--- src/logic/playback_cfg.svh ---
`ifndef PLAYBACK_CFG_SVH
`define PLAYBACK_CFG_SVH

// ************************************************************
// Buffer geometry
// ************************************************************

`define PB_ADDR_W      8    // 256 words of sample memory
`define PB_SAMPLE_W    32   // One complex sample, I in the upper half
`define PB_HALF_W      (`PB_SAMPLE_W/2)

// ************************************************************
// Gain stage
// ************************************************************

`define PB_GAIN_W      8
`define PB_GAIN_SHIFT  6    // A gain of 64 passes the sample unchanged

`endif

--- src/logic/sample_pkg.sv ---
`include "playback_cfg.svh"

package sample_pkg;

  // One memory word, seen either as a plain word or as its two halves
  typedef union packed {
    logic [`PB_SAMPLE_W-1:0] raw;
    struct packed {
      logic signed [`PB_HALF_W-1:0] i;
      logic signed [`PB_HALF_W-1:0] q;
    } iq;
  } sample_word_t;

  // Signed half times unsigned gain, fraction bits dropped, clamped to the half range
  function automatic logic signed [`PB_HALF_W-1:0] scale_sat(
    input logic signed [`PB_HALF_W-1:0] half,
    input logic [`PB_GAIN_W-1:0] gain
  );
    logic signed [`PB_HALF_W+`PB_GAIN_W:0] prod;
    logic signed [`PB_HALF_W+`PB_GAIN_W:0] shifted;
    prod = half * $signed({1'b0, gain});
    shifted = prod >>> `PB_GAIN_SHIFT;
    // All bits above the half must repeat the sign, otherwise the result overflowed
    if (shifted[`PB_HALF_W+`PB_GAIN_W:`PB_HALF_W-1] !=
        {(`PB_GAIN_W+2){shifted[`PB_HALF_W+`PB_GAIN_W]}})
    begin
      return shifted[`PB_HALF_W+`PB_GAIN_W] ? {1'b1, {(`PB_HALF_W-1){1'b0}}}
                                            : {1'b0, {(`PB_HALF_W-1){1'b1}}};
    end
    return shifted[`PB_HALF_W-1:0];
  endfunction

endpackage

--- src/logic/ram_loader.sv ---
`timescale 1ns/1ps

`include "playback_cfg.svh"

module ram_loader (
  input  logic                     aclk,
  input  logic                     aresetn,
  input  logic                     wr_clear,
  input  logic                     wr_en,
  input  sample_pkg::sample_word_t wr_data,
  output logic                     ram_we,
  output logic [`PB_ADDR_W-1:0]    ram_waddr,
  output sample_pkg::sample_word_t ram_wdata,
  output logic [`PB_ADDR_W:0]      fill_count
);

  logic [`PB_ADDR_W-1:0] waddr_q;
  logic [`PB_ADDR_W:0]   count_q;
  logic                  full;

  // The count stops at the depth, which is the only value with the top bit set
  assign full = count_q[`PB_ADDR_W];

  // Clear wins over a write in the same cycle
  assign ram_we    = wr_en & ~wr_clear & ~full;
  assign ram_waddr = waddr_q;
  assign ram_wdata = wr_data;

  always_ff @(posedge aclk)
  begin
    if (!aresetn || wr_clear)
    begin
      waddr_q <= '0;
      count_q <= '0;
    end
    else if (ram_we)
    begin
      waddr_q <= waddr_q + 1'b1;
      count_q <= count_q + 1'b1;
    end
  end

  assign fill_count = count_q;

  // The host must not push more words than the buffer holds
  a_no_write_when_full : assert property (
    @(posedge aclk) disable iff (!aresetn)
    wr_en && !wr_clear |-> !full
  );

endmodule

--- config.mk ---
export PLATFORM = sky130hd
export DESIGN_NAME = ram_loader
export DESIGN_NICKNAME = d
export VERILOG_FILES = /design/src/logic/sample_pkg.sv /design/src/logic/ram_loader.sv
export VERILOG_INCLUDE_DIRS = /design/src /design/src/logic
export SDC_FILE = /design/constraint.sdc
export NUM_CORES = 1
export LEC_CHECK = 0
export ABC_AREA = 0
export BUFFER_PORTS_ARGS = -buffer_cell sky130_fd_sc_hd__clkbuf_2
export CAP_MARGIN = 20
export CORE_MARGIN = 5
export CORE_UTILIZATION = 35
export DETAILED_ROUTE_END_ITERATION = 6
export PLACE_DENSITY = 0.77
export SKIP_CTS_REPAIR_TIMING = 1
export SYNTH_ARGS = -nofsm -noshare
export SYNTH_HDL_FRONTEND = slang
export SYNTH_SLANG_ARGS = --single-unit
--- constraint.sdc ---
create_clock -name aclk -period 4.11 [get_ports aclk]
set_clock_uncertainty 0.1 [all_clocks]
set_input_delay 0.6165 -clock aclk [delete_from_list [all_inputs] [get_ports aclk]]
set_output_delay 0.6165 -clock aclk [all_outputs]
set_load 0.005 [all_outputs]
; ---- After elaboration in Yosys (flattened, before gate mapping)
; Index checks and enable logic that the tools add are counted.
[classes]
n_reduce_logical = 2
n_bitwise = 4
addsub = 2
[op_table]
columns = operator, n
row1 = $add 9x1->9 const B, 1
row2 = $add 8x1->8 const B, 1
row3 = $and 1x1->1, 2
row4 = $not 1->1, 2
row5 = $logic_not 1->1, 1
row6 = $logic_or 1x1->1, 1
[totals]
word_cells = 10
in_bits = 36
regBits = 17
output_inout_bits = 50

; ---- Logic depth before layout (Yosys ltp)
[depth]
ltp_word = 3
depth_mapped = 5
ltp_nobuf = 4

; ---- Worst setup path after synthesis
; OpenSTA, ideal clock, no wires.
[synth_path]
path_kind = in2out
start = in wr_clear
end = out ram_we
arrival_time_ns = 1.257
setup_slack_ns = 2.136
required_ns = 3.394
cell_stages = 3
n_path_buf = 1
path_cell_list = or3b_1 buf_6 inv_1
[synth_via]
elab_chain_len = 3
[synth_rtl]
columns = item, line_no
row1 = from (decl), ram_loader.sv:8  ; input logic wr_clear,
row2 = $not 1->1, ram_loader.sv:25  ; assign ram_we = wr_en & ~wr_clear & ~full;
row3 = $and 1x1->1 (2 in series), ram_loader.sv:25
row4 = to (decl), ram_loader.sv:11  ; output logic ram_we,
; Every way passes these cells.

; ---- Worst setup path after layout
; Ends and elaborated chain as after synthesis.

==> summary.md <==
| Metric | Value |
|---|---|
| Minimum clock period | 2280 ps |
| Worst Setup End Kind | primary output |
| CP Max Fanout | 11 |
| GRT Util Overall | 10.2% |
| Antenna Nets Post-Route | 0 |
| Worst-skew pair later-pin latency | 300 ps |
| WS Path Type | primary input to primary output |
| Max_cap viols | 0 |
| Hold Path Stages | 2 |
| CP Cell Sequence | clkbuf_2 > or3b_1 > inv_1 > clkbuf_2 |
| # DRC | 0 |
| Number of synthesis warnings | 0 |
| HP Start | ram_waddr[7]$_SDFFE_PP0P_ |
| Cts bufs inserted | 3 |
| First-pass GRT wire length | 3.49 mm |
| Largest net degree at the start of global routing | 17 |
| Number of global-route vias before repair | 741 |
| Crit path max-delay family | simple AND/OR/NAND/NOR gates |
| Via Count | 749 |
| Clk slew on worst S/H paths | roughly 110 ps |
| Crit. path cell count | 4 |
| Core ar. | ~2800 sq um |
| Multi-input logic area | 397 sq um |
| Clk sinks | 17 |
| Port Buf Inserts | 21 |
| Yosys top cell area share | about a third |
| Row count | 19 |
| Die Ht | 63.9 um |
| Critical path launch point | wr_clear |
| Gr ovfl total | 0 |
| I/O pin cnt | 86 |
| WP data arrival | approximately 1600 ps |
| TritonCTS clock tree | built |
| Asr flop ratio synth | 0% |
| Max-slew violations | 0 |
| Ys flop type | dfxtp_1 |
| Seq. cell area | 340 sq um |
| Status | complete, no violations |
| First-pass iteration count of the detailed router | 4 |
| Endpoints failing setup | 0 |
| 1st-iter DRT viols | 40 |
| Worst-case reg-to-reg path depth | 3 |
| Share of cells above drive strength 1 | ~25% |
| Die ar. | 4090 sq um |
| Pwr Density | 295 nW/um^2 |
| HPWL after DPL | 1.51 mm |
| Gpl congestion | 0.705 |
| Max IR drop VDD | 0.000184 V |
| R2r startpoint | fill_count[8]$_SDFFE_PP0P_ |
| Post-synth top area cell | dfxtp_1 |
| Synth cell count leaders | 33 x buf_4, 17 x dfxtp_1, 12 x a21oi_1, 9 x nand2_1 |
| Leak Pwr | 0.326 nW |
| Initial antenna violation count | 0 |
| Worst path max stage delay | 490 ps |
| Ranking of synthesized cells by area | dfxtp_1 33%, buf_4 24%, a21oi_1 5.9%, o31ai_1 3.7%, or4_1 3.7% |
| Cell with the most instances after synthesis | buf_4 |
| Startpoint types | primary input |
| Synth cell types | 25 |
| Unrepaired setup endpoints after global routing | no |
| Layout Utilization | 33.3% |
| Layout area overhead | -9.09% |
| Buf/Inv on CP | 3 |
| Initial Util | 36.6% |
| Max Fclk | 438 MHz |
| Layout fillers | between 200 and 300 |
| Syn avg cell area | 8.42 sq um |
| # diodes | 0 |
| NumNets Final | 149 |
| Syn nets | 159 |
| Via-to-Cell Ratio | 5.31 |
| Sequential fraction of the synthesis area | around a third |
| Hold Vio Cnt, Final | 0 |
| Setup tns final | 0 ps |
| #FFs+latches synth | 17 |
| HP Class | flip-flop to flip-flop |
| Final hold slack | 384 ps |
| Worst-margin pin slew | 602 ps |
| Total routed wirelength | 1.97 mm |
| Slowest stage cell, crit path | or3b_1 |
| Tcrit/Tclk final | around 56% |
| Synth Cell Area | 1020 sq um |
| Most used cell, CP | clkbuf_2 |
| Slew headroom | 59.9% |
| EDFF count, synth | 0 |
| CTS HTree Levels | 1 |
| Max clock buf depth | 2 |
| Die width | around 64 um |
| Critical Path RT | 3390 ps |
| Drt wl/cell | 14.0 um |
| Clock tree root buffer cell | clkbuf_4 |
| Post-Syn Instances | 121 |
==> metal layers <==
metal | share of wire [%] | wire (um) | track usage [%]
met1 | 42 | 821 | 11.8
met5 | 0 | 0 | 0
met3 | 7.7 | 152 | 3.15
met4 | 4.1 | 81 | 6.75
met2 | 46 | 916 | 16.0
==> per-stage QoR <==
stage / power [W] / cells / setup WS, ps / cell area [sq um]
after floorplan: 0.000204 / 121 / 2140 / 1020
after global placement: 0.000182 / 137 / 1840 / 896
after detailed placement: 0.000182 / 137 / 1820 / 896
after CTS: 0.000277 / 141 / 1820 / 926
after global routing: 0.000285 / 141 / 1750 / 926
final: 0.000273 / 141 / 1830 / 926
==> power by group <==
group | total (W) | switching [W] | internal (W)
clock network | 0.0000948 | 0.0000577 | 0.0000370
logic | 0.0000117 | 0.00000703 | 0.00000463
registers | 0.000167 | 0.00000104 | 0.000166
==> worst min-delay path, stage by stage (launching register included) <==
cell and delay (ps):
dfxtp_1 330, o31ai_1 60, a21oi_1 50
==> layout make-up <==
cell class	count	share of cell area [%]
Inverter	4	1.62
Multi-Input combinational cell	64	42.8
Timing Repair Buffer	21	11.4
Clock inverter	1	0.811
Clock buffer	3	2.43
Sequential cell	17	36.8
Tap cell	31	4.19
==> path summary, 6_finish.rpt <==
| check | to | slack, ps |
|---|---|---|
| max | ram_we | 1830 |
| min reg2reg | ram_waddr[7]$_SDFFE_PP0P_ | 380 |
| max reg2reg | ram_waddr[5]$_SDFFE_PP0P_ | 2370 |
| min | ram_waddr[7]$_SDFFE_PP0P_ | 380 |
==> cells by family (layout without fill, tap and decap cells) <==
kind of cell             after synthesis  after routing  synth area share, %
buffers and inverters                 40             29                 27.6
AND/OR/NAND/NOR                       34             34                 19.5
AO/OA/AOI/OAI                         25             25                 14.4
flip-flops                            17             17                 33.4
XOR/XNOR                               3              3                 2.58
adder cells (fa/ha/maj)                2              2                 2.46
==> sequential cells by signal, indices dropped and copies added, names as in the netlist <==
signal      count
fill_count      9
ram_waddr       8
==> placed cells by master (no fill, tap or decap), types with 3 or more instances in the layout <==
cell      count
a21oi_1      12
clkbuf_2     21
clkbuf_4      3
dfxtp_1      17
inv_1         4
nand2_1       9
nand4_1       4
nor2_1        4
o21ai_0       5
o31ai_1       5
or3_1         3
or4_1         5
Note: power is estimated with default switching activity, not from simulation.
