$ cat config.mk
export PLATFORM = sky130hd
export DESIGN_NAME = iq_gain
export DESIGN_NICKNAME = d
export VERILOG_FILES = /design/src/logic/sample_pkg.sv /design/src/logic/iq_gain.sv
export VERILOG_INCLUDE_DIRS = /design/src /design/src/logic
export SDC_FILE = /design/constraint.sdc
export NUM_CORES = 1
export LEC_CHECK = 0
export BUFFER_PORTS_ARGS = -buffer_cell sky130_fd_sc_hd__buf_2
export CORE_ASPECT_RATIO = 0.8
export CORE_MARGIN = 4
export CORE_UTILIZATION = 52
export CTS_BUF_LIST = sky130_fd_sc_hd__clkbuf_2 sky130_fd_sc_hd__clkbuf_4 sky130_fd_sc_hd__clkbuf_8
export DETAILED_ROUTE_END_ITERATION = 10
export MAX_ROUTING_LAYER = met4
export PLACE_DENSITY = 0.71
export SYNTH_ARGS = -nofsm -noshare
export SYNTH_HDL_FRONTEND = slang
export SYNTH_SLANG_ARGS = --single-unit
$ cat constraint.sdc
create_clock -name aclk -period 7.69 [get_ports aclk]
set_clock_uncertainty 0.05 [all_clocks]
set_input_delay 1.538 -clock aclk [delete_from_list [all_inputs] [get_ports aclk]]
set_output_delay 1.538 -clock aclk [all_outputs]
set_load 0.005 [all_outputs]
$ cat src/logic/playback_cfg.svh
`ifndef PLAYBACK_CFG_SVH
`define PLAYBACK_CFG_SVH

// ************************************************************
// Buffer geometry
// ************************************************************

`define PB_ADDR_W      8    // 256 words of sample memory
`define PB_SAMPLE_W    32   // One complex sample, I in the upper half
`define PB_HALF_W      (`PB_SAMPLE_W/2)

// ************************************************************
// Gain stage
// ************************************************************

`define PB_GAIN_W      8
`define PB_GAIN_SHIFT  6    // A gain of 64 passes the sample unchanged

`endif

$ cat src/logic/sample_pkg.sv
`include "playback_cfg.svh"

package sample_pkg;

  // One memory word, seen either as a plain word or as its two halves
  typedef union packed {
    logic [`PB_SAMPLE_W-1:0] raw;
    struct packed {
      logic signed [`PB_HALF_W-1:0] i;
      logic signed [`PB_HALF_W-1:0] q;
    } iq;
  } sample_word_t;

  // Signed half times unsigned gain, fraction bits dropped, clamped to the half range
  function automatic logic signed [`PB_HALF_W-1:0] scale_sat(
    input logic signed [`PB_HALF_W-1:0] half,
    input logic [`PB_GAIN_W-1:0] gain
  );
    logic signed [`PB_HALF_W+`PB_GAIN_W:0] prod;
    logic signed [`PB_HALF_W+`PB_GAIN_W:0] shifted;
    prod = half * $signed({1'b0, gain});
    shifted = prod >>> `PB_GAIN_SHIFT;
    // All bits above the half must repeat the sign, otherwise the result overflowed
    if (shifted[`PB_HALF_W+`PB_GAIN_W:`PB_HALF_W-1] !=
        {(`PB_GAIN_W+2){shifted[`PB_HALF_W+`PB_GAIN_W]}})
    begin
      return shifted[`PB_HALF_W+`PB_GAIN_W] ? {1'b1, {(`PB_HALF_W-1){1'b0}}}
                                            : {1'b0, {(`PB_HALF_W-1){1'b1}}};
    end
    return shifted[`PB_HALF_W-1:0];
  endfunction

endpackage

$ cat src/logic/iq_gain.sv
`timescale 1ns/1ps

`include "playback_cfg.svh"

module iq_gain (
  input  logic                     aclk,
  input  logic                     aresetn,
  input  logic [`PB_GAIN_W-1:0]    gain,
  input  logic                     s_valid,
  output logic                     s_ready,
  input  sample_pkg::sample_word_t s_data,
  input  logic                     s_last,
  output logic                     m_valid,
  input  logic                     m_ready,
  output sample_pkg::sample_word_t m_data,
  output logic                     m_last
);

  import sample_pkg::*;

  sample_word_t scaled;
  logic         valid_q;
  logic         load;

  // Take a new beat when the output slot is empty or drains this cycle
  assign s_ready = ~valid_q | m_ready;
  assign load    = s_valid & s_ready;

  // ************************************************************
  // Per-half scaling
  // ************************************************************

  always_comb
  begin
    scaled.iq.i = scale_sat(s_data.iq.i, gain);
    scaled.iq.q = scale_sat(s_data.iq.q, gain);
  end

  always_ff @(posedge aclk)
  begin
    if (!aresetn)
    begin
      valid_q <= 1'b0;
    end
    else if (s_ready)
    begin
      valid_q <= s_valid;
    end
  end

  always_ff @(posedge aclk)
  begin
    if (load)
    begin
      m_data <= scaled;
      m_last <= s_last;  // Travels with its beat
    end
  end

  assign m_valid = valid_q;

  // The downstream side sees a held beat until it takes it
  a_out_hold : assert property (
    @(posedge aclk) disable iff (!aresetn)
    m_valid && !m_ready |=> m_valid && $stable(m_data) && $stable(m_last)
  );

endmodule

Word-level counts from Yosys, hierarchy flattened
Cells that the tools add are included.

Register bits after elaboration: 34. Bits of input ports: 45. Output and inout bits: 35. Word-level logic and storage cells: 18.

$mul: 2. Eq/ne operators: 2. Multiplexer cells: 8. Bitwise operators: 3.

Operators by type and width (number): two-way mux 16 bit (6); multiplier 16 x 9 -> 25 bit (2); != test 3 bit (2); two-way mux 1 bit (2); bitwise AND 1 bit (1); inverter 1 bit (1); OR 1 bit (1).

Logic depth before layout (Yosys ltp)
Gate-level depths: netlist of the first run.

Depth in word-level cells: 4. Gate-level depth with buffers: 22.

Least setup slack after synthesis of the first run
Ideal clock, no wire load.

Path kind: in2reg. Start: in gain[0]. End: reg m_data[10] (netlist bit) (data pin). Library setup time: 0.265 ns. Data arrival time: 6.422 ns. Data required time: 7.375 ns. Path slack: 0.953 ns. Stages on the path: 20. Path through: clkbuf_1 -> buf_1 -> nand2_1 -> fa_1 -> inv_1 -> fa_1 -> fa_1 -> inv_1 -> fa_1 -> inv_1 -> ha_1 -> a21o_1 -> a21oi_1 -> o21ai_0 -> a221o_4 -> a211oi_4 -> xnor2_1 -> a21boi_4 -> buf_8 -> o22ai_2.

RTL lines: start, declared (line iq_gain.sv:8) `` input logic [`PB_GAIN_W-1:0] gain, ``; end signal, assigned (line iq_gain.sv:55) `m_data <= scaled;`; end, declared (line iq_gain.sv:15) `output sample_pkg::sample_word_t m_data,`.

==> qor.yml, run 1 <==
outcome:
  outcome: "completed"
logic_synthesis:
  synth_edf_count: 33
  avgSynthCellArea_um2: 9.24
  syn_nets: 1477
  syn-instance-count: 1138
  yosys_warnings: 0
  synthFlopType: "edfxtp_1"
  synthesis.area_um2: 10500
  yosys_register_bits: 34
  seq_area_frac_synth_pct: 9.61
  ys_types: 65
  ys_async_sr_fraction_pct: 0
critical_path:
  worstPathArrival_ns: 6.82
  crit_top_cell: "fa_1"
  reg2reg_depth: 3
  crit_start: "gain[1]"
  endpoint: "m_data[2]$_DFFE_PP_"
  slowest_delay_ns: 0.68
  rrSetupSlack_ns: 6.34
  cp_max_fo: 15
  worst_r2r_endpoint: "m_data[23]$_DFFE_PP_"
  cp_cell_sequence: "buf_2 -> nand2_1 -> fa_1 -> inv_1 -> fa_1 -> inv_1 -> fa_1 -> inv_1 -> fa_1 -> ha_1 -> or3_1 -> a311o_1 -> o22ai_1 -> o21ai_1 -> a211oi_4 -> xnor2_1 -> a21boi_4 -> o22ai_1"
  critPathKind: "in2reg"
  worstPathRequired_ns: 7.66
  cp_slowest_cell: "fa_1"
  endpoint_kind: "flip-flop"
  rr_startpoint: "m_valid$_SDFFE_PN0N_"
  crit_path_start_kind: "primary input"
sta:
  fin_tns_setup_ns: 0
  setup_viol: 0
  period_share_pct: 89.1
  post-route-min-period_ns: 6.85
  rsz0062_at_grt: "no"
  worst_slew_pin_slew_ns: 0.622
  whs_ns: 0.478
  final_max_slew_viol_count: 0
  finalHoldViolCount: 0
  maxSlewHeadroom_pct: 58.5
  max_freq_mhz: 146
clock_network:
  cts.sinks: 34
  clk_pin_slew_ns: 0.07
  cts_tree: "built"
  root_buffer: "clkbuf_8"
  worstSkewPairLatency_ns: 0.29
  h-tree-depth: 2
  clockBufferDepth: 2
  numCtsBuffers: 5
  postCtsHoldBufs: 0
  postCtsSetupBuffers: 0
  cts_resized: 0
power_and_ir_drop:
  power_density_nw_per_um2: 413
  p_leak_nw: 5.93
  max-vdd-ir-drop_mv: 0.331
floorplanning:
  pin_count: 80
  core-area_um2: 19900
  dieArea_um2: 22600
  die_y_um: 135
  die_w_um: 167
  floorplan.rows: 46
  initial_core_util_pct: 53.0
drt:
  first_pass_iters: 5
  ant_nets: 0
  routed_wl_mm: 21.2
  vias_per_cell: 5.12
  drtIter0Drc: 461
  wire_per_inst_um: 14.5
  drc: 0
  vias: 7506
global_routing:
  grt_start_max_net_pins: 34
  grt_usage_pct: 20.8
  grt_pass1_wl_mm: 38.0
  overflow: 0
  grt_pass1_vias: 7951
  antenna_found_initial: 0
cells_and_area:
  layout-area-overhead-vs-synth_pct: 7.00
  layout.nets: 1540
  design_area_um2: 11300
  layout-drive-gt1-share_pct: 10.6
  most-common-layout-cells: "inv_1 (297), fa_1 (202), and2_1 (140)"
  layout_commonest_cell: "inv_1"
  instances_no_fill: 1466
  diodes: 0
placement:
  dp_cells: 1458
  gp_congestion: 0.855
  hpwl_mm: 17.9
  placed_cell_area_um2: 11200
  portBuffers: 79
job:
  cap_violations: 0
hold_path:
  hold_path_class: "reg2reg"
  min_path_cells: 2
## state kept, by name, indices dropped and copies added (netlist names)
name     count
m_last       1
m_valid      1
m_data      32
## cell type report
type	instances	area (um^2)
multi-input combinational	776	8250
clock inverter	3	11.3
sequential	34	1010
timing repair buffer	87	468
clock buffer	5	68.8
fill	1780	8610
tap	264	330
inverter	297	1110
## how the worst min path moves through the flow
stage / start / to
2_1_floorplan: m_valid$_SDFFE_PN0N_ / m_valid$_SDFFE_PN0N_
3_3_place_gp: m_valid$_SDFFE_PN0N_ / m_valid$_SDFFE_PN0N_
3_5_place_dp: m_valid$_SDFFE_PN0N_ / m_valid$_SDFFE_PN0N_
4_1_cts: m_valid$_SDFFE_PN0N_ / m_valid$_SDFFE_PN0N_
5_1_grt: m_valid$_SDFFE_PN0N_ / m_valid$_SDFFE_PN0N_
6_report: m_valid$_SDFFE_PN0N_ / m_valid$_SDFFE_PN0N_
## worst max-delay path, delay by kind of cell
kind,cells,cell delay (ns)
AO/OA/AOI/OAI,6,1.66
buffers and inverters,4,0.55
XOR/XNOR,1,0.17
adder cells (fa/ha/maj),5,2.38
AND/OR/NAND/NOR,2,0.51
## Yosys cell counts, drive strengths merged, types with 6 or more instances
cell type | number | share of area (%)
inv | 297 | 11
and2 | 146 | 8.8
xnor2 | 23 | 1.9
clkbuf | 23 | 0.82
o22ai | 16 | 1.5
buf | 8 | 0.54
edfxtp | 33 | 9.4
and3 | 7 | 0.42
a21o | 26 | 1.9
fa | 202 | 38
o21ai | 13 | 0.62
nand2 | 116 | 4.1
nand3 | 6 | 0.29
a21oi | 26 | 1.2
xor2 | 20 | 1.7
nor2 | 14 | 0.52
ha | 92 | 11
## where the power goes
part	internal, mW	switching, mW	total [mW]
clock network	0.0605	0.0681	0.129
logic	1.80	2.20	3.99
registers	0.502	0.0193	0.521
total	2.36	2.28	4.64
## metrics by stage
| step | setup WS, ns | power (mW) | utilization [%] |
|---|---|---|---|
| after detailed placement | 0.576 | 4.53 | 56.3 |
| after global routing | 0.524 | 5.23 | 56.7 |
| final | 0.838 | 4.64 | 56.7 |
| after CTS | 0.887 | 4.69 | 56.7 |
| after floorplan | 0.953 | 3.84 | - |
| after global placement | 0.647 | 4.45 | 56.3 |
## cell families after synthesis
family | Yosys count | synth area share (%)
AOI/OAI and AO/OA | 120 | 9.12
xor gates and xnor gates | 43 | 3.58
adders and majority gates | 294 | 49.4
buffers and inverters | 328 | 12.0
DFF | 34 | 9.61
muxes | 2 | 0.214
and+or+nand+nor | 317 | 16.1
## metal layers
| layer | wire [um] | share of wire (%) | GRT usage (%) |
|---|---|---|---|
| met1 | 10300 | 49 | 30.5 |
| met2 | 9780 | 46 | 32.4 |
| met3 | 922 | 4.3 | 1.98 |
| met4 | 208 | 0.98 | 3.36 |
| met5 | 0 | 0 | - |
No activity file was read; power rests on OpenSTA's default activity.
==> run 2, diff against run 1 <==
- CORE_UTILIZATION: 52 -> 35
- PLACE_DENSITY: 0.71 -> 0.51
==> run 2 against run 1 <==
Against the previous run: clock-buffer cell count up 3; critical endpoint is now m_data[23]$_DFFE_PP_; utilization down 18 points; highest routed layer unchanged; combinational power up 2%; sequential cell count unchanged; sequential share of layout area down 0.12 points; largest power group unchanged; worst hold slack worse by 0.0090 ns; total power up 2.0%.
==> qor.yml, run 2 (synthesis results as in run 1) <==
floorplanning:
  die_y_um: 163
  pin_count: 80
  die_w_um: 202
  core-area_um2: 29400
  floorplan.rows: 56
  initial_core_util_pct: 35.7
  dieArea_um2: 32900
placement:
  gp_congestion: 0.835
  hpwl_mm: 19.9
  placed_cell_area_um2: 11300
  portBuffers: 79
critical_path:
  cp_slowest_cell: "fa_1"
  worstPathRequired_ns: 7.69
  reg2reg_depth: 2
  slowest_delay_ns: 0.69
  rrSetupSlack_ns: 6.13
  cp_cell_sequence: "buf_2 -> buf_4 -> nand2_1 -> fa_1 -> inv_1 -> fa_1 -> fa_1 -> inv_1 -> fa_1 -> inv_1 -> ha_1 -> and4_1 -> and3_1 -> a22oi_1 -> nand3_1 -> a2111oi_0 -> a31oi_1 -> o21a_1 -> a31o_2"
  critical-path-top-delay-family: "adder cells"
  worst_r2r_endpoint: "m_data[26]$_DFFE_PP_"
  rr_startpoint: "m_valid$_SDFFE_PN0N_"
  path_depth: 19
  crit_start: "gain[0]"
  endpoint_kind: "flip-flop"
  cp_max_fo: 20
  endpoint: "m_data[23]$_DFFE_PP_"
  worstPathArrival_ns: 7.09
  crit_buf_inv: 5
  critPathKind: "in2reg"
  crit_path_start_kind: "primary input"
  crit_top_cell: "fa_1"
sta:
  worst_slew_pin_slew_ns: 0.870
  rsz0062_at_grt: "no"
  period_share_pct: 92.2
  maxSlewHeadroom_pct: 42.0
  post-route-min-period_ns: 7.09
  max_freq_mhz: 141
  whs_ns: 0.469
  finalHoldViolCount: 0
  final_max_slew_viol_count: 0
  fin_tns_setup_ns: 0
  setup_viol: 0
cells_and_area:
  layout-drive-gt1-share_pct: 10.9
  design_area_um2: 11400
  layout.nets: 1540
  regMostFlops: "m_data"
  layout_commonest_cell: "inv_1"
  layout-area-overhead-vs-synth_pct: 8.40
  fillers: 3041
  most-common-layout-cells: "inv_1 (297), fa_1 (202), and2_1 (139)"
  largest_reg_flops: 32
  diodes: 0
drt:
  vias: 7518
  drc: 0
  routed_wl_mm: 23.6
  wire_per_inst_um: 15.0
  vias_per_cell: 4.76
  ant_nets: 0
  first_pass_iters: 7
  drtIter0Drc: 378
clock_network:
  postCtsHoldBufs: 0
  cts_resized: 0
  cts.sinks: 34
  h-tree-depth: 2
  worstSkewPairLatency_ns: 0.28
  clockBufferDepth: 2
  root_buffer: "clkbuf_8"
  numCtsBuffers: 5
  cts_tree: "built"
  postCtsSetupBuffers: 0
  clk_pin_slew_ns: 0.08
global_routing:
  antenna_found_initial: 0
  grt_usage_pct: 15.4
  grt_pass1_wl_mm: 40.6
  grt_pass1_vias: 7948
  grt_start_max_net_pins: 34
  overflow: 0
job:
  cap_violations: 0
power_and_ir_drop:
  total_power_mw: 4.74
  max-vdd-ir-drop_mv: 0.284
  power_density_nw_per_um2: 416
  p_leak_nw: 5.94
hold_path:
  min-delay-start: "m_valid$_SDFFE_PN0N_"
  hold_path_class: "reg2reg"
outcome:
  outcome: "completed"
==> run 2: cell types whose count changed in the layout (fill, tap and decap cells not counted), sizes merged <==
cell	previous run	this run
clkbuf	5	8
clkinv	3	0
==> run 2: worst reg2reg max path, cell delays in order (launching register included) <==
cell,delay [ns]
dfxtp_1,0.31
nand2b_1,0.09
and2_2,0.73
==> run 2: worst min-delay path by stage <==
| stage | endpoint | cells past startpoint |
|---|---|---|
| finish | m_valid$_SDFFE_PN0N_ | 2 |
| global route | m_valid$_SDFFE_PN0N_ | 2 |
| detailed placement | m_valid$_SDFFE_PN0N_ | 2 |
| CTS | m_valid$_SDFFE_PN0N_ | 2 |
| global placement | m_valid$_SDFFE_PN0N_ | 2 |
| floorplan | m_valid$_SDFFE_PN0N_ | 2 |
==> run 2: routing by layer <==
metal	global-route usage, %	share of wire [%]	vias to the layer above
li1	-	-	3568
met1	22.4	51	3840
met2	24.2	45	100
met3	1.07	2.4	10
met4	2.52	0.93	0
met5	-	0	-
==> run 2: cell type report <==
type,count,area [um^2],area share (%)
Sequential cell,34,1010,8.87
Timing Repair Buffer,87,455,4.00
Tap cell,377,472,4.14
Clock buffer,8,97.6,0.856
Multi-Input combinational cell,776,8250,72.4
Inverter,297,1110,9.78
==> run 2: through the flow <==
step                worst slack [ns]  util (%)  cells
floorplan                      0.953         -   1138
global placement               0.541      38.4   1571
detailed placement             0.324      38.4   1571
CTS                            0.633      38.7   1579
global route                   0.311      38.7   1579
finish                         0.603      38.7   1579
==> run 2: power by group <==
| part | total (mW) | internal [mW] | switching, mW | leakage (nW) |
|---|---|---|---|---|
| clock network | 0.150 | 0.0802 | 0.0697 | 0.0523 |
| registers | 0.527 | 0.503 | 0.0241 | 0.321 |
| logic | 4.06 | 1.79 | 2.27 | 5.57 |
==> run 3, diff against run 2 <==
- ABC_AREA: not set -> 1
- CORE_MARGIN: 4 -> 8
- GPL_ROUTABILITY_DRIVEN: not set -> 0
==> run 3 against run 2 <==
Against the previous run: combinational power rose by 3%; via count up 24%; highest routed layer unchanged; largest cell class unchanged; cell count grew 36%; worst hold slack gained 0.039 ns; largest power group unchanged; final area is 10% higher; global-route usage shrank 0.33 points; synthesized cell count rose by 47%.
==> qor.yml, run 3 <==
outcome:
  outcome: "completed"
sta:
  post-route-min-period_ns: 6.67
  final_max_slew_viol_count: 0
  period_share_pct: 86.8
  fin_tns_setup_ns: 0
  rsz0062_at_grt: "no"
  maxSlewHeadroom_pct: 22.9
  max_freq_mhz: 150
  worst_slew_pin_slew_ns: 1.15
  finalHoldViolCount: 0
  setup_viol: 0
  worst_slack_ns: 1.02
clock_network:
  clk_pin_slew_ns: 0.08
  cts_resized: 0
  h-tree-depth: 2
  postCtsHoldBufs: 0
  numCtsBuffers: 5
  cts.sinks: 34
  clockBufferDepth: 2
  root_buffer: "clkbuf_8"
  cts_tree: "built"
  worstSkewPairLatency_ns: 0.30
  postCtsSetupBuffers: 0
global_routing:
  antenna_found_initial: 3
  grt_pass1_vias: 9768
  overflow: 0
  grt_pass1_wl_mm: 48.9
  grt_start_max_net_pins: 34
  grt_usage_pct: 15.0
drt:
  wire_per_inst_um: 13.1
  drc: 0
  ant_nets: 0
  vias_per_cell: 4.33
  drtIter0Drc: 485
  vias: 9318
  routed_wl_mm: 28.3
  first_pass_iters: 5
cells_and_area:
  largest_reg_flops: 32
  regMostFlops: "m_data"
  fillers: 3548
  most-common-layout-cells: "nand2_1 (548), inv_1 (543), fa_1 (202)"
  layout.nets: 2051
  layout_commonest_cell: "nand2_1"
  design_area_um2: 12600
  multi_input_area_um2: 8450
  post-route-util_pct: 37.7
  regArea_um2: 1010
  layout-area-overhead-vs-synth_pct: 6.93
  layout-drive-gt1-share_pct: 7.36
logic_synthesis:
  ys_types: 38
  synth_commonest_cells: "nand2_1 (548), inv_1 (543), fa_1 (202), ha_1 (92), nor2_1 (49)"
  netlist.area_leader.share_pct: 34.4
  ys_async_sr_fraction_pct: 0
  synthFlopType: "edfxtp_1"
  synth_edf_count: 33
  synth.area.top_cells: "fa_1 (34%), nand2_1 (17%), inv_1 (17%)"
  syn_nets: 2016
  yosysTopAreaCell: "fa_1"
  synthesis.area_um2: 11800
  synth.most_common_cell: "nand2_1"
  yosys_register_bits: 34
  syn-instance-count: 1677
  avgSynthCellArea_um2: 7.02
  yosys_warnings: 0
  seq_area_frac_synth_pct: 8.59
critical_path:
  cp_max_fo: 23
  critPathKind: "in2reg"
  rrSetupSlack_ns: 6.00
  reg2reg_depth: 1
  worstPathArrival_ns: 6.66
  rr_startpoint: "m_valid$_SDFFE_PN0N_"
  endpoint_kind: "flip-flop"
  worstPathRequired_ns: 7.68
  worst_r2r_endpoint: "m_data[10]$_DFFE_PP_"
  crit_path_start_kind: "primary input"
placement:
  portBuffers: 79
  hpwl_mm: 24.5
  dpl_worst_slack_ns: 0.694
  placed_cell_area_um2: 12500
floorplanning:
  dieArea_um2: 39800
  die_w_um: 221
  initial_core_util_pct: 35.2
  core-area_um2: 33400
  pin_count: 80
  floorplan.rows: 60
  die_y_um: 180
hold_path:
  holdPathEnd: "m_valid$_SDFFE_PN0N_"
  min-delay-start: "m_valid$_SDFFE_PN0N_"
  hold_path_class: "reg2reg"
  min_path_cells: 2
power_and_ir_drop:
  max-vdd-ir-drop_mv: 0.191
  p_sw_share_pct: 57.9
  p_seq_share_pct: 9.8
  power_density_nw_per_um2: 382
  p_sw_mw: 2.79
  combPwrFrac_pct: 87.1
  power_frac_clock_pct: 3.1
  p_int_mw: 2.02
  p_leak_nw: 8.05
job:
  cap_violations: 0
==> run 3: layer usage <==
metal | up-vias | part of all wire [%] | global-route usage [%]
met2 | 128 | 43 | 23.1
li1 | 4741 | - | -
met1 | 4444 | 54 | 21.9
met3 | 5 | 2.8 | 1.25
met4 | 0 | 0.52 | 2.08
met5 | - | 0 | -
==> run 3: kinds of logic (layout without fill, tap and decap cells) <==
family,after synthesis,count (layout),share of synthesized area (%)
flops,34,34,8.59
buf+inv,601,637,19.7
compound gates,47,47,2.30
fa+ha+maj,294,294,44.2
xor+xnor,32,32,2.38
simple gates,669,669,22.9
other cells,0,3,0
==> run 3: power groups by stage <==
stage	clock [mW]	combinational, mW	sequential (mW)
2_1_floorplan	0	3.26	0.491
3_3_place_gp	0	4.18	0.475
3_5_place_dp	0	4.21	0.477
4_1_cts	0.155	4.24	0.473
5_1_grt	0.162	4.90	0.482
6_report	0.149	4.19	0.470
==> run 3: worst max path at each step <==
stage                     startpoint              endpoint  slack, ns  cells past startpoint
after floorplan              gain[0]  m_data[10]$_DFFE_PP_       1.49                     20
after global placement       gain[1]   m_data[2]$_DFFE_PP_       0.89                     19
after detailed placement     gain[1]   m_data[0]$_DFFE_PP_       0.69                     19
after CTS                    gain[1]   m_data[0]$_DFFE_PP_       1.02                     19
after global routing         gain[1]  m_data[12]$_DFFE_PP_       0.56                     19
final                        gain[1]   m_data[8]$_DFFE_PP_       1.02                     19
==> run 3: critical path, stage by stage <==
cell,delay (ns)
buf_2,0.41
nand2_1,0.18
fa_1,0.69
inv_1,0.12
fa_1,0.63
inv_1,0.14
fa_1,0.51
inv_1,0.05
fa_1,0.43
ha_1,0.40
nand2_1,0.15
nor3_1,0.28
nand3_1,0.16
nand3_1,0.12
nand2_1,0.05
nand2_1,0.08
nand2_1,0.08
o21ai_2,0.51
nand2_1,0.12
==> run 3: layout make-up <==
class | count | area share [%]
antenna | 3 | 0.0597
clock buffer | 6 | 0.607
clock inverter | 2 | 0.0696
inverter | 543 | 16.2
multi-input combinational | 1042 | 67.2
sequential | 34 | 8.03
tap | 434 | 4.32
timing repair buffer | 86 | 3.56
==> run 3: stage by stage <==
step                std cells  hold slack [ns]  power [mW]
floorplan                1677            0.473        3.75
global placement         2139            0.480        4.65
detailed placement       2139            0.502        4.69
CTS                      2147            0.514        4.87
global route             2150            0.573        5.54
finish                   2150            0.507        4.81
