$ cat src/logic/playback_cfg.svh
`ifndef PLAYBACK_CFG_SVH
`define PLAYBACK_CFG_SVH

// ************************************************************
// Buffer geometry
// ************************************************************

`define PB_ADDR_W      8    // 256 words of sample memory
`define PB_SAMPLE_W    32   // One complex sample, I in the upper half
`define PB_HALF_W      (`PB_SAMPLE_W/2)

// ************************************************************
// Gain stage
// ************************************************************

`define PB_GAIN_W      8
`define PB_GAIN_SHIFT  6    // A gain of 64 passes the sample unchanged

`endif

$ cat src/logic/buffer_pkg.sv
`include "playback_cfg.svh"

package buffer_pkg;

  // Next read index, wrapping naturally at the address width
  function automatic logic [`PB_ADDR_W-1:0] next_index(
    input logic [`PB_ADDR_W-1:0] idx
  );
    return idx + 1'b1;
  endfunction

  // True once the index has reached the configured end of the buffer
  function automatic logic at_last(
    input logic [`PB_ADDR_W-1:0] idx,
    input logic [`PB_ADDR_W-1:0] last_index
  );
    return idx >= last_index;
  endfunction

endpackage

$ cat src/logic/sample_pkg.sv
`include "playback_cfg.svh"

package sample_pkg;

  // One memory word, seen either as a plain word or as its two halves
  typedef union packed {
    logic [`PB_SAMPLE_W-1:0] raw;
    struct packed {
      logic signed [`PB_HALF_W-1:0] i;
      logic signed [`PB_HALF_W-1:0] q;
    } iq;
  } sample_word_t;

  // Signed half times unsigned gain, fraction bits dropped, clamped to the half range
  function automatic logic signed [`PB_HALF_W-1:0] scale_sat(
    input logic signed [`PB_HALF_W-1:0] half,
    input logic [`PB_GAIN_W-1:0] gain
  );
    logic signed [`PB_HALF_W+`PB_GAIN_W:0] prod;
    logic signed [`PB_HALF_W+`PB_GAIN_W:0] shifted;
    prod = half * $signed({1'b0, gain});
    shifted = prod >>> `PB_GAIN_SHIFT;
    // All bits above the half must repeat the sign, otherwise the result overflowed
    if (shifted[`PB_HALF_W+`PB_GAIN_W:`PB_HALF_W-1] !=
        {(`PB_GAIN_W+2){shifted[`PB_HALF_W+`PB_GAIN_W]}})
    begin
      return shifted[`PB_HALF_W+`PB_GAIN_W] ? {1'b1, {(`PB_HALF_W-1){1'b0}}}
                                            : {1'b0, {(`PB_HALF_W-1){1'b1}}};
    end
    return shifted[`PB_HALF_W-1:0];
  endfunction

endpackage

$ cat src/logic/stream_reader.sv
`timescale 1ns/1ps

`include "playback_cfg.svh"

module stream_reader (
  input  logic                     aclk,
  input  logic                     aresetn,
  input  logic [`PB_ADDR_W-1:0]    last_index,
  input  logic                     loop,
  input  logic                     start,
  output logic [`PB_ADDR_W-1:0]    rd_addr,
  input  sample_pkg::sample_word_t rd_data,
  output logic                     s_valid,
  input  logic                     s_ready,
  output sample_pkg::sample_word_t s_data,
  output logic                     s_last,
  output logic                     done,
  input  logic                     done_ack,
  output logic [`PB_ADDR_W-1:0]    position
);

  import buffer_pkg::*;

  logic [`PB_ADDR_W-1:0] idx_q, idx_next;
  logic                  enbl_q, enbl_next;
  logic                  armed_q, armed_next;
  logic                  done_q, done_next;
  logic                  accept;
  logic                  last_beat;

  assign last_beat = at_last(idx_q, last_index);
  assign accept    = enbl_q & s_ready;

  // ************************************************************
  // Index, enable and completion state
  // ************************************************************

  always_comb
  begin
    idx_next   = idx_q;
    enbl_next  = enbl_q;
    armed_next = armed_q;
    done_next  = done_q;

    if (!enbl_q && armed_q && (idx_q <= last_index))
    begin
      enbl_next  = 1'b1;  // One cycle of arming latency
      armed_next = 1'b0;
    end

    if (accept)
    begin
      if (!last_beat)
      begin
        idx_next = next_index(idx_q);
      end
      else if (loop)
      begin
        idx_next = '0;
      end
      else
      begin
        enbl_next = 1'b0;
        done_next = 1'b1;
      end
    end

    if (done_q && done_ack)
    begin
      done_next = 1'b0;
    end

    // Re-arm from index 0, overriding anything in flight
    if (start)
    begin
      idx_next   = '0;
      enbl_next  = 1'b0;
      armed_next = 1'b1;
      done_next  = 1'b0;
    end
  end

  always_ff @(posedge aclk)
  begin
    if (!aresetn)
    begin
      idx_q   <= '0;
      enbl_q  <= 1'b0;
      armed_q <= 1'b1;  // Reset arms the reader like a start pulse
      done_q  <= 1'b0;
    end
    else
    begin
      idx_q   <= idx_next;
      enbl_q  <= enbl_next;
      armed_q <= armed_next;
      done_q  <= done_next;
    end
  end

  // Ask the RAM for the next index so its registered output lines up with idx_q
  assign rd_addr = idx_next;

  assign s_valid  = enbl_q;
  assign s_data   = rd_data;
  assign s_last   = enbl_q & last_beat;
  assign done     = done_q;
  assign position = idx_q;

  // A stalled beat keeps its data across the reader and the RAM read port
  a_stall_hold : assert property (
    @(posedge aclk) disable iff (!aresetn)
    s_valid && !s_ready && !start |=> s_valid && $stable(s_data)
  );

  // Completion and a live stream never overlap
  a_done_idle : assert property (
    @(posedge aclk) disable iff (!aresetn)
    done |-> !s_valid
  );

endmodule

$ cat config.mk
export PLATFORM = sky130hd
export DESIGN_NAME = stream_reader
export DESIGN_NICKNAME = d
export VERILOG_FILES = /design/src/logic/buffer_pkg.sv /design/src/logic/sample_pkg.sv /design/src/logic/stream_reader.sv
export VERILOG_INCLUDE_DIRS = /design/src /design/src/logic
export SDC_FILE = /design/constraint.sdc
export NUM_CORES = 1
export LEC_CHECK = 0
export ABC_AREA = 0
export BUFFER_PORTS_ARGS = -buffer_cell sky130_fd_sc_hd__buf_2
export CAP_MARGIN = 25
export CORE_MARGIN = 3
export CORE_UTILIZATION = 26
export DETAILED_ROUTE_END_ITERATION = 8
export PLACE_DENSITY = 0.65
export SKIP_LAST_GASP = 1
export SYNTH_ARGS = -nofsm -noshare
export SYNTH_HDL_FRONTEND = slang
export SYNTH_SLANG_ARGS = --single-unit
$ cat constraint.sdc
create_clock -name aclk -period 2.7 [get_ports aclk]
set_input_delay 0.54 -clock aclk [delete_from_list [all_inputs] [get_ports aclk]]
set_output_delay 0.54 -clock aclk [all_outputs]
set_load 0.005 [all_outputs]
# == Word level (Yosys, flattened, before mapping) ==
# Cells that the tools add are included.
# totals
register_bits,11
inputBits,46
wordCells,26
# op_classes
mux,8
n_bitwise,4
n_reduce_logical,7
n_lt_le_gt_ge,2
n_addsub,1
# ops
operator,count
8-bit 2-to-1 mux,4
8-bit by 1-bit adder with 8-bit output (second input constant),1
8-bit greater-or-equal comparator,1
8-bit less-or-equal comparator,1
1-bit 2-to-1 mux,4
1-bit logical AND,3
3-bit AND reduction,1
3-bit OR reduction,1
1-bit AND,2
1-bit NOT,2
2-bit OR reduction,1
1-bit logical NOT,1

# == Depth between registers and ports, before layout ==
# Gate-level depths: netlist of run 1.
# depth
word_depth,7
ltp_mapped,8
mapped_depth_nobuf,8

# == Worst setup path before layout of run 1 ==
# OpenSTA, ideal clock, no wires.
# synth_path
path_type,input to output
from,input port last_index[1]
to,output port rd_addr[6]
slack_ns,-0.018
cell_stages,8
required_time_ns,2.160
arrival_time_ns,2.178
path_buffers,0
path_cell_list,inv_1 > ha_1 > nor2b_4 > o211ai_2 > a31oi_4 > or4_1 > a211oi_2 > nor3_1
# synth_between
elab_chain_cells,4
# synth_lines
item,line_no,text
from (decl),stream_reader.sv:8,"input logic [`PB_ADDR_W-1:0] last_index,"
8-bit greater-or-equal comparator,buffer_pkg.sv:17,return idx >= last_index;
8-bit 2-to-1 mux,stream_reader.sv:53,if (!last_beat)
8-bit 2-to-1 mux,stream_reader.sv:51,if (accept)
8-bit 2-to-1 mux,stream_reader.sv:74,if (start)
to (decl),stream_reader.sv:11,"output logic [`PB_ADDR_W-1:0] rd_addr,"
# Every way passes these cells.

# == Worst setup path in the final report of run 1 ==
# layout_path
from,input port last_index[1]
to,output port rd_addr[7]
# Same word-level chain as after synthesis.

==> results.sh, run 1 <==
export IMPL_die_y_um=71.2
export IMPL_critPathKind="input port to output port"
export IMPL_power_switching_uw=96.1
export IMPL_ir_drop_v=0.000191
export IMPL_setup_viol=5
export IMPL_dp_cells=208
export IMPL_synth_largest_area_cell="buf_4"
export IMPL_synth_seq_area_share=0.200
export IMPL_min_period_ns=2.83
export IMPL_p_comb_frac=0.144
export IMPL_drt_iter0_drc=46
export IMPL_syn_to_final_growth_pct=29.5
export IMPL_firstDrtPassIters=4
export IMPL_drcViolationCount=0
export IMPL_grt_pass1_vias=1030
export IMPL_synthArstFlopShare=0
export IMPL_rsz0062_at_grt="yes"
export IMPL_drive_gt1_frac=0.482
export IMPL_p_leak_uw=0.000653
export IMPL_cp_end_kind="output port"
export IMPL_n_antenna_cell=0
export IMPL_finalClockSkew_ns=0.000579
export IMPL_die_w_um=71.2
export IMPL_cts_made_buffers=3
export IMPL_hold_viol_final=0
export IMPL_multi_input_comb_area_um2=698
export IMPL_p_clk_frac=0.431
export IMPL_ctsLongestPathBuffers=2
export IMPL_hold_path_class="flip-flop to flip-flop"
export IMPL_hold_ws_ns=0.480
export IMPL_n_fill_cell=421
export IMPL_cts_sinks=11
export IMPL_core_area_um2=4060
export IMPL_clk_pin_slew_ns=0.05
export IMPL_dp_final_hpwl_um=2170
export IMPL_crit_path_top_delay_cell="o41ai_1"
export IMPL_final_cell_count_no_fill=218
export IMPL_grt_overflow_total=0
export IMPL_io_buffers=32
export IMPL_stdcell_area_um2=1430
export IMPL_required_ns=2.16
export IMPL_crit_chain="buf_6 > inv_4 > ha_4 > nor2b_4 > o211ai_2 > a31oi_4 > buf_6 > o41ai_1 > a31oi_1 > nor2_1 > buf_2"
export IMPL_start_kind="input port"
export IMPL_grt_max_degree=11
export IMPL_cpPeakStageDelay_ns=0.43
export IMPL_synth_distinct_cells=35
export IMPL_initial_core_util=0.272
export IMPL_cts_root_buffer="clkbuf_8"
export IMPL_synth_area_per_cell_um2=7.77
export IMPL_placed_cell_area_um2=1220
export IMPL_grtUsageTotal=0.115
export IMPL_synth_top_area_frac=0.218
export IMPL_die_area_um2=5060
export IMPL_outcome="finished, violations left"
export IMPL_cts_tree="built"
export IMPL_vias=1047
export IMPL_yosysMostFrequentCell="buf_4"
export IMPL_finalPower_uw=392
export IMPL_cts_max_level=1
export IMPL_ios=97
export IMPL_insertion_delay_ns=0.23
export IMPL_synthTopCellsByCount="buf_4, dfxtp_1, nor2_1"
export IMPL_syn_area_um2=1100
export IMPL_slew_limit_headroom=0.735
export IMPL_drtAntennaViolNets=0
export IMPL_worst_pin_slew_ns=0.393
export IMPL_crit_top_cell="buf_6"
export IMPL_ff_latch_area_um2=225
export IMPL_gp_congestion=0.810
export IMPL_syn_instance_count=142
export IMPL_path_max_fanout=6
export IMPL_p_sw_frac=0.245
export IMPL_pwr_share_seq=0.425
export IMPL_maxCapViolCount=0
export IMPL_max_freq_ghz=0.354
export IMPL_finish_net_count=224
export IMPL_antenna_found_initial=0
export IMPL_violations="setup timing"
export IMPL_setup_slack_ns=-0.126
export IMPL_wirelength_um=2870
export IMPL_ys_flop_type="dfxtp_1"
export IMPL_vias_per_cell=4.80
export IMPL_rows=23
export IMPL_power_density_nw_per_um2=274
export IMPL_period_share=1.05
export IMPL_grt_pass1_wl_um=4760
export IMPL_ys_ff_latch=11
export IMPL_routedWlPerCell_um=13.1
export IMPL_cp_arrival_ns=2.29
export IMPL_synthesis_nets=197
export IMPL_drv_slew=0
export IMPL_p_int_uw=296
export IMPL_synth_edf_count=0
export IMPL_synth_area_leaders="buf_4, dfxtp_1, ha_1, a21oi_1, nor2_1"
export IMPL_hold_buffers=0
export IMPL_ys_warnings_count=0
[critical path, delay by kind of cell]
kind,cells,cell delay [ns]
AND/OR/NAND/NOR,2,0.24
buffers and inverters,4,0.41
adder cells (fa/ha/maj),1,0.19
AO/OA/AOI/OAI,4,0.90
[through the flow]
step | setup TNS (ns) | setup WS (ns) | util
floorplan | 0 | 0.0378 | -
global placement | -0.941 | -0.216 | 0.301
detailed placement | -1.16 | -0.262 | 0.301
CTS | -0.250 | -0.101 | 0.339
global route | -0.753 | -0.181 | 0.352
finish | -0.276 | -0.126 | 0.352
[sequential cells by signal, summed over array words and instances, names as in the netlist]
name      count
armed_q       1
done          1
s_valid       1
position      8
[cells in the final DEF (no fill, tap or decap), types with 2 or more instances in the layout]
master / synthesis / final
and2_1: 3 / 3
or3_1: 2 / 2
nand2_1: 9 / 9
a21oi_2: 0 / 3
ha_1: 9 / 5
buf_4: 32 / 25
nand3_1: 3 / 3
ha_4: 0 / 4
nor2_1: 11 / 11
a22o_1: 2 / 2
nand2b_1: 3 / 3
a21oi_1: 9 / 6
o21ai_1: 0 / 2
dfxtp_1: 11 / 9
nor3_1: 6 / 5
buf_2: 1 / 31
inv_1: 8 / 6
nand4_1: 2 / 2
a21o_1: 3 / 3
clkbuf_8: 0 / 3
or4_1: 4 / 3
nor2b_1: 4 / 4
buf_6: 0 / 2
[per-layer routing]
| layer | routed length (um) | track usage | vias up |
|---|---|---|---|
| met4 | 2 | 0.0209 | 0 |
| met1 | 1300 | 0.157 | 493 |
| met5 | 0 | 0 | - |
| met3 | 219 | 0.0298 | 2 |
| met2 | 1350 | 0.184 | 32 |
| li1 | - | - | 520 |
[cell type report]
class,count,area share
tap,50,0.0438
multi-input combinational,87,0.489
timing repair buffer,58,0.256
sequential,11,0.158
clock buffer,4,0.0315
inverter,8,0.0228
[logic make-up after synthesis]
kind of cell / count (synthesis) / share of synthesized area
and+or+nand+nor: 50 / 0.239
buffers and inverters: 44 / 0.260
AOI/OAI and AO/OA: 27 / 0.190
DFF: 11 / 0.200
adders and majority gates: 9 / 0.102
muxes: 1 / 0.00907
[path summary, 6_finish.rpt]
check	cells after the start	to	slack [ns]	start
max	11	rd_addr[7]	-0.13	last_index[1]
min	2	done	0.48	done
max reg2reg	10	position[6]	0.48	position[1]
min reg2reg	2	done	0.48	done
[timing repair]
item                                    in CTS  in global routing
cloned                                       0                  0
buffers inserted                             4                  2
gates resized for setup                     14                 10
pin swaps                                   12                  4
endpoints found under the setup margin       8                  8
[power groups by stage]
stage          clock network (uW)  logic (uW)  registers (uW)
2_1_floorplan                   0        65.0             171
3_3_place_gp                    0        46.2             171
5_1_grt                       183        63.3             167
3_5_place_dp                    0        46.8             171
6_report                      169        56.4             167
4_1_cts                       175        53.7             167
(Power assumes the default switching activity.)
==> run 2, diff against run 1 <==
==> constraint.sdc (replaced) <==
create_clock -name aclk -period 2.7 [get_ports aclk]
set_input_delay 0.54 -clock aclk [delete_from_list [all_inputs] [get_ports aclk]]
set_output_delay 0.54 -clock aclk [all_outputs]
set_load 0.1 [all_outputs]
==> run 2 against run 1 <==
Compared with the run above: the flow still finishes with violations (setup timing); register-to-register slack better by 0.08 ns; global-route usage up 1.1 points; sequential share of layout area down 1.3 points; die area unchanged; first-iteration DRC count up 22%; utilization up 8.0 points; combinational power up 52%; clock skew up 0.0040 ns; total power up 6.1%.
==> results.sh, run 2 (synthesized netlist as in run 1, its figures left out) <==
export IMPL_cts_made_buffers=3
export IMPL_cts_tree="built"
export IMPL_firstDrtPassIters=4
export IMPL_syn_to_final_growth_pct=58.8
export IMPL_drv_slew=0
export IMPL_io_buffers=32
export IMPL_p_leak_uw=0.000690
export IMPL_n_fill_cell=395
export IMPL_ios=97
export IMPL_crit_top_cell="nor2b_4"
export IMPL_critPathKind="input port to output port"
export IMPL_initial_core_util=0.272
export IMPL_finalPower_uw=416
export IMPL_n_antenna_cell=0
export IMPL_routedWlPerCell_um=13.8
export IMPL_cp_arrival_ns=2.36
export IMPL_crit_chain="buf_8 > inv_8 > ha_4 > nor2b_4 > o211ai_2 > a31oi_4 > buf_6 > o31a_1 > a22o_1 > nor2b_4 > buf_12"
export IMPL_wirelength_um=3000
export IMPL_min_period_ns=2.90
export IMPL_core_area_um2=4060
export IMPL_worst_pin_slew_ns=0.489
export IMPL_largest_reg_flops=8
export IMPL_insertion_delay_ns=0.24
export IMPL_cp_end_kind="output port"
export IMPL_rows=23
export IMPL_reg2reg_to="done"
export IMPL_cts_root_buffer="clkbuf_8"
export IMPL_path_max_fanout=6
export IMPL_die_area_um2=5060
export IMPL_grtUsageTotal=0.126
export IMPL_final_cell_mix="buf_4, buf_2, dfxtp_4, nand2_1, buf_12"
export IMPL_grt_overflow_total=0
export IMPL_finalClockSkew_ns=0.00456
export IMPL_drtAntennaViolNets=0
export IMPL_required_ns=2.16
export IMPL_gp_congestion=0.811
export IMPL_start_kind="input port"
export IMPL_min_delay_start="done"
export IMPL_dp_final_hpwl_um=2230
export IMPL_pre_cts_ws_ns=-0.432
export IMPL_whs_endpoint="done"
export IMPL_violations="setup timing"
export IMPL_drcViolationCount=0
export IMPL_crit_path_top_delay_cell="o31a_1"
export IMPL_slew_limit_headroom=0.676
export IMPL_rsz0062_at_grt="yes"
export IMPL_setup_slack_ns=-0.198
export IMPL_hold_depth=2
export IMPL_antenna_found_initial=0
export IMPL_ctsLongestPathBuffers=2
export IMPL_die_w_um=71.2
export IMPL_drt_iter0_drc=56
export IMPL_dp_cells=207
export IMPL_grt_max_degree=11
export IMPL_clk_pin_slew_ns=0.05
export IMPL_reg2reg_slack_ns=0.56
export IMPL_grt_pass1_wl_um=5050
export IMPL_maxCapViolCount=0
export IMPL_finish_net_count=224
export IMPL_vias_per_cell=4.76
export IMPL_vias=1038
export IMPL_startpoint="last_index[1]"
export IMPL_layout_commonest_cell="buf_4"
export IMPL_r2r_worst_path_cells=8
export IMPL_die_y_um=71.2
export IMPL_final_cell_count_no_fill=218
export IMPL_outcome="finished, violations left"
export IMPL_cts_max_level=1
export IMPL_cts_sinks=11
export IMPL_hold_viol_final=0
export IMPL_setup_viol=8
export IMPL_cpPeakStageDelay_ns=0.29
export IMPL_drive_gt1_frac=0.625
export IMPL_hold_path_class="flip-flop to flip-flop"
export IMPL_grt_pass1_vias=1118
export IMPL_r2r_start="position[3]"
export IMPL_max_freq_ghz=0.345
export IMPL_period_share=1.07
export IMPL_ir_drop_v=0.000123
export IMPL_power_density_nw_per_um2=237
run 2: area by class of cell:
class | instances | area [um2] | share of cell area
inverter | 8 | 37.5 | 0.0214
sequential | 11 | 254 | 0.145
tap | 50 | 62.6 | 0.0357
clock buffer | 4 | 45.0 | 0.0257
timing repair buffer | 58 | 495 | 0.283
multi-input combinational | 87 | 858 | 0.490
run 2: worst max-delay path, delay by kind of cell:
| kind | cells | cell delay (ns) |
|---|---|---|
| buf+inv | 4 | 0.48 |
| fa+ha+maj | 1 | 0.18 |
| compound gates | 4 | 0.89 |
| simple gates | 2 | 0.26 |
run 2: where the power goes:
group	total (uW)	internal [uW]	switching, uW
logic	86.0	35.0	51.0
registers	159	157	2.13
clock network	171	104	66.6
run 2: timing repair:
item / CTS / global route
hold buffers: 0 / 0
endpoints found under the setup margin: 9 / 9
pin swaps: 10 / 7
gates resized for setup: 19 / 6
setup buffers: 7 / 0
run 2: through the flow:
stage                     instance area [um2]  utilization  TNS, ns  hold WS, ns
after CTS                                1700        0.418    -1.32        0.490
after detailed placement                 1500        0.369    -2.45        0.483
after floorplan                          1290            -    -1.02        0.466
final                                    1750        0.432    -1.28        0.480
after global placement                   1500        0.369    -2.28        0.474
after global routing                     1750        0.432    -1.93        0.532
run 2: worst max-delay path by stage:
stage                       to  slack (ns)  depth (start not counted)
floorplan           rd_addr[6]       -0.24                          7
detailed placement  rd_addr[6]       -0.43                         10
global route        rd_addr[2]       -0.28                         11
finish              rd_addr[3]       -0.20                         11
global placement    rd_addr[6]       -0.40                         10
CTS                 rd_addr[3]       -0.21                         11
run 2: layer usage:
| layer | GRT usage | up-vias | routed length, um |
|---|---|---|---|
| li1 | - | 524 | - |
| met1 | 0.157 | 474 | 1300 |
| met2 | 0.201 | 33 | 1480 |
| met3 | 0.0270 | 7 | 163 |
| met4 | 0.0689 | 0 | 59 |
| met5 | 0 | - | 0 |
==> run 3, diff against run 2 <==
--- a/config.mk
+++ b/config.mk
@@ -10,9 +10,9 @@
 export BUFFER_PORTS_ARGS = -buffer_cell sky130_fd_sc_hd__buf_2
 export CAP_MARGIN = 25
 export CORE_MARGIN = 3
-export CORE_UTILIZATION = 26
+export CORE_UTILIZATION = 34
 export DETAILED_ROUTE_END_ITERATION = 8
-export PLACE_DENSITY = 0.65
+export PLACE_DENSITY = 0.8
 export SKIP_LAST_GASP = 1
 export SYNTH_ARGS = -nofsm -noshare
 export SYNTH_HDL_FRONTEND = slang
==> run 3 against run 2 <==
Compared with the run above: the run still ends with setup timing left; sequential power hardly changed; clock power down 27%; utilization is 17 points higher; final cell count up 1.8%; total power shrank 9.0%; critical path depth did not move; non-clock buffer count is 10 higher; clock skew is 0.0099 ns higher; via count up 11%; flip-flop and latch count stayed put; first-iteration DRC count is 52% lower; die area down 22%.
==> results.sh, run 3 (synthesized netlist as in run 1, its figures left out) <==
export IMPL_pre_cts_ws_ns=-0.417
export IMPL_startpoint="last_index[5]"
export IMPL_grt_pass1_wl_um=5680
export IMPL_power_density_nw_per_um2=206
export IMPL_hold_path_class="flip-flop to flip-flop"
export IMPL_cp_arrival_ns=2.42
export IMPL_max_freq_ghz=0.338
export IMPL_multi_input_comb_area_um2=883
export IMPL_initial_core_util=0.359
export IMPL_grtUsageTotal=0.179
export IMPL_reg2reg_to="s_valid"
export IMPL_drt_iter0_drc=27
export IMPL_cts_sinks=11
export IMPL_antenna_found_initial=0
export IMPL_wirelength_um=3670
export IMPL_hold_buffers=0
export IMPL_dp_final_hpwl_um=2320
export IMPL_endpoint="rd_addr[2]"
export IMPL_final_cell_mix="buf_4, buf_2, buf_12, dfxtp_4, nand2_1"
export IMPL_finalClockSkew_ns=0.0145
export IMPL_hold_viol_final=0
export IMPL_min_period_ns=2.96
export IMPL_drcViolationCount=0
export IMPL_clk_pin_slew_ns=0.07
export IMPL_insertion_delay_ns=0.29
export IMPL_critPathKind="input port to output port"
export IMPL_r2r_worst_path_cells=15
export IMPL_finish_net_count=234
export IMPL_path_max_fanout=8
export IMPL_routedWlPerCell_um=16.5
export IMPL_gp_congestion=0.860
export IMPL_n_antenna_cell=0
export IMPL_die_area_um2=3970
export IMPL_ir_drop_v=0.000188
export IMPL_ctsLongestPathBuffers=2
export IMPL_drv_slew=0
export IMPL_cts_root_buffer="clkbuf_4"
export IMPL_r2r_start="position[0]"
export IMPL_ff_latch_area_um2=254
export IMPL_die_w_um=63.0
export IMPL_syn_to_final_growth_pct=66.9
export IMPL_setup_viol=8
export IMPL_final_cell_count_no_fill=222
export IMPL_slew_limit_headroom=0.674
export IMPL_cts_made_buffers=3
export IMPL_outcome="finished, violations left"
export IMPL_rows=20
export IMPL_layout_commonest_cell="buf_4"
export IMPL_rsz0062_at_grt="yes"
export IMPL_required_ns=2.16
export IMPL_drive_gt1_frac=0.657
export IMPL_firstDrtPassIters=4
export IMPL_largest_reg_flops=8
export IMPL_core_area_um2=3080
export IMPL_worst_pin_slew_ns=0.493
export IMPL_hold_ws_ns=0.489
export IMPL_cp_end_kind="output port"
export IMPL_setup_slack_ns=-0.258
export IMPL_grt_pass1_vias=1164
export IMPL_ios=97
export IMPL_vias_per_cell=5.21
export IMPL_maxCapViolCount=0
export IMPL_io_buffers=32
export IMPL_dp_cells=199
export IMPL_vias=1156
export IMPL_violations="setup timing"
export IMPL_period_share=1.10
export IMPL_finish_utilization=0.598
export IMPL_reg2reg_slack_ns=0.20
export IMPL_cts_max_level=1
export IMPL_cts_tree="built"
export IMPL_grt_overflow_total=0
export IMPL_start_kind="input port"
export IMPL_drtAntennaViolNets=0
export IMPL_n_fill_cell=265
export IMPL_die_y_um=63.0
export IMPL_grt_max_degree=11
export IMPL_p_leak_uw=0.000740
## run 3: cell type report
cell class / instances / area share
well taps: 44 / 0.0299
repair buffers: 68 / 0.317
multi-input cells: 87 / 0.480
clock buffers: 4 / 0.0143
flip-flops and latches: 11 / 0.138
inverters: 8 / 0.0217
## run 3: metal layers
layer / track usage / vias up / share of wire
met4: 0.118 / 0 / 0.038
met3: 0.0450 / 27 / 0.082
met1: 0.213 / 525 / 0.38
li1: - / 541 / -
met5: 0 / - / 0
met2: 0.281 / 63 / 0.50
## run 3: timing repair
action / CTS / global route
gates resized for setup: 26 / 7
pin swaps: 18 / 16
setup buffers: 17 / 5
setup endpoints to repair: 8 / 11
cloned: 0 / 0
## run 3: through the flow
stage / area (um2) / power (uW) / setup TNS (ns)
after floorplan: 1290 / 435 / -1.02
after global placement: 1480 / 236 / -2.22
after detailed placement: 1480 / 237 / -2.46
after CTS: 1780 / 373 / -1.35
after global routing: 1840 / 396 / -2.41
final: 1840 / 379 / -1.70
## run 3: critical path, stage by stage
cell	delay (ns)
buf_2	0.08
inv_1	0.04
ha_1	0.32
nand4_1	0.20
a31oi_4	0.26
buf_6	0.17
o31a_1	0.25
buf_4	0.15
nand2_2	0.07
a21oi_4	0.14
buf_12	0.19
## run 3: report_power, final
| group | internal, uW | total, uW | switching, uW |
|---|---|---|---|
| clock network | 57.5 | 125 | 67.7 |
| registers | 157 | 159 | 2.61 |
| logic | 40.5 | 94.2 | 53.8 |
## run 3: worst min-delay path by stage
stage,cells past startpoint,startpoint,end
6_report,2,done,done
5_1_grt,3,done_ack,done
4_1_cts,2,done,done
3_5_place_dp,2,done,done
3_3_place_gp,2,done,done
2_1_floorplan,2,armed_q,armed_q
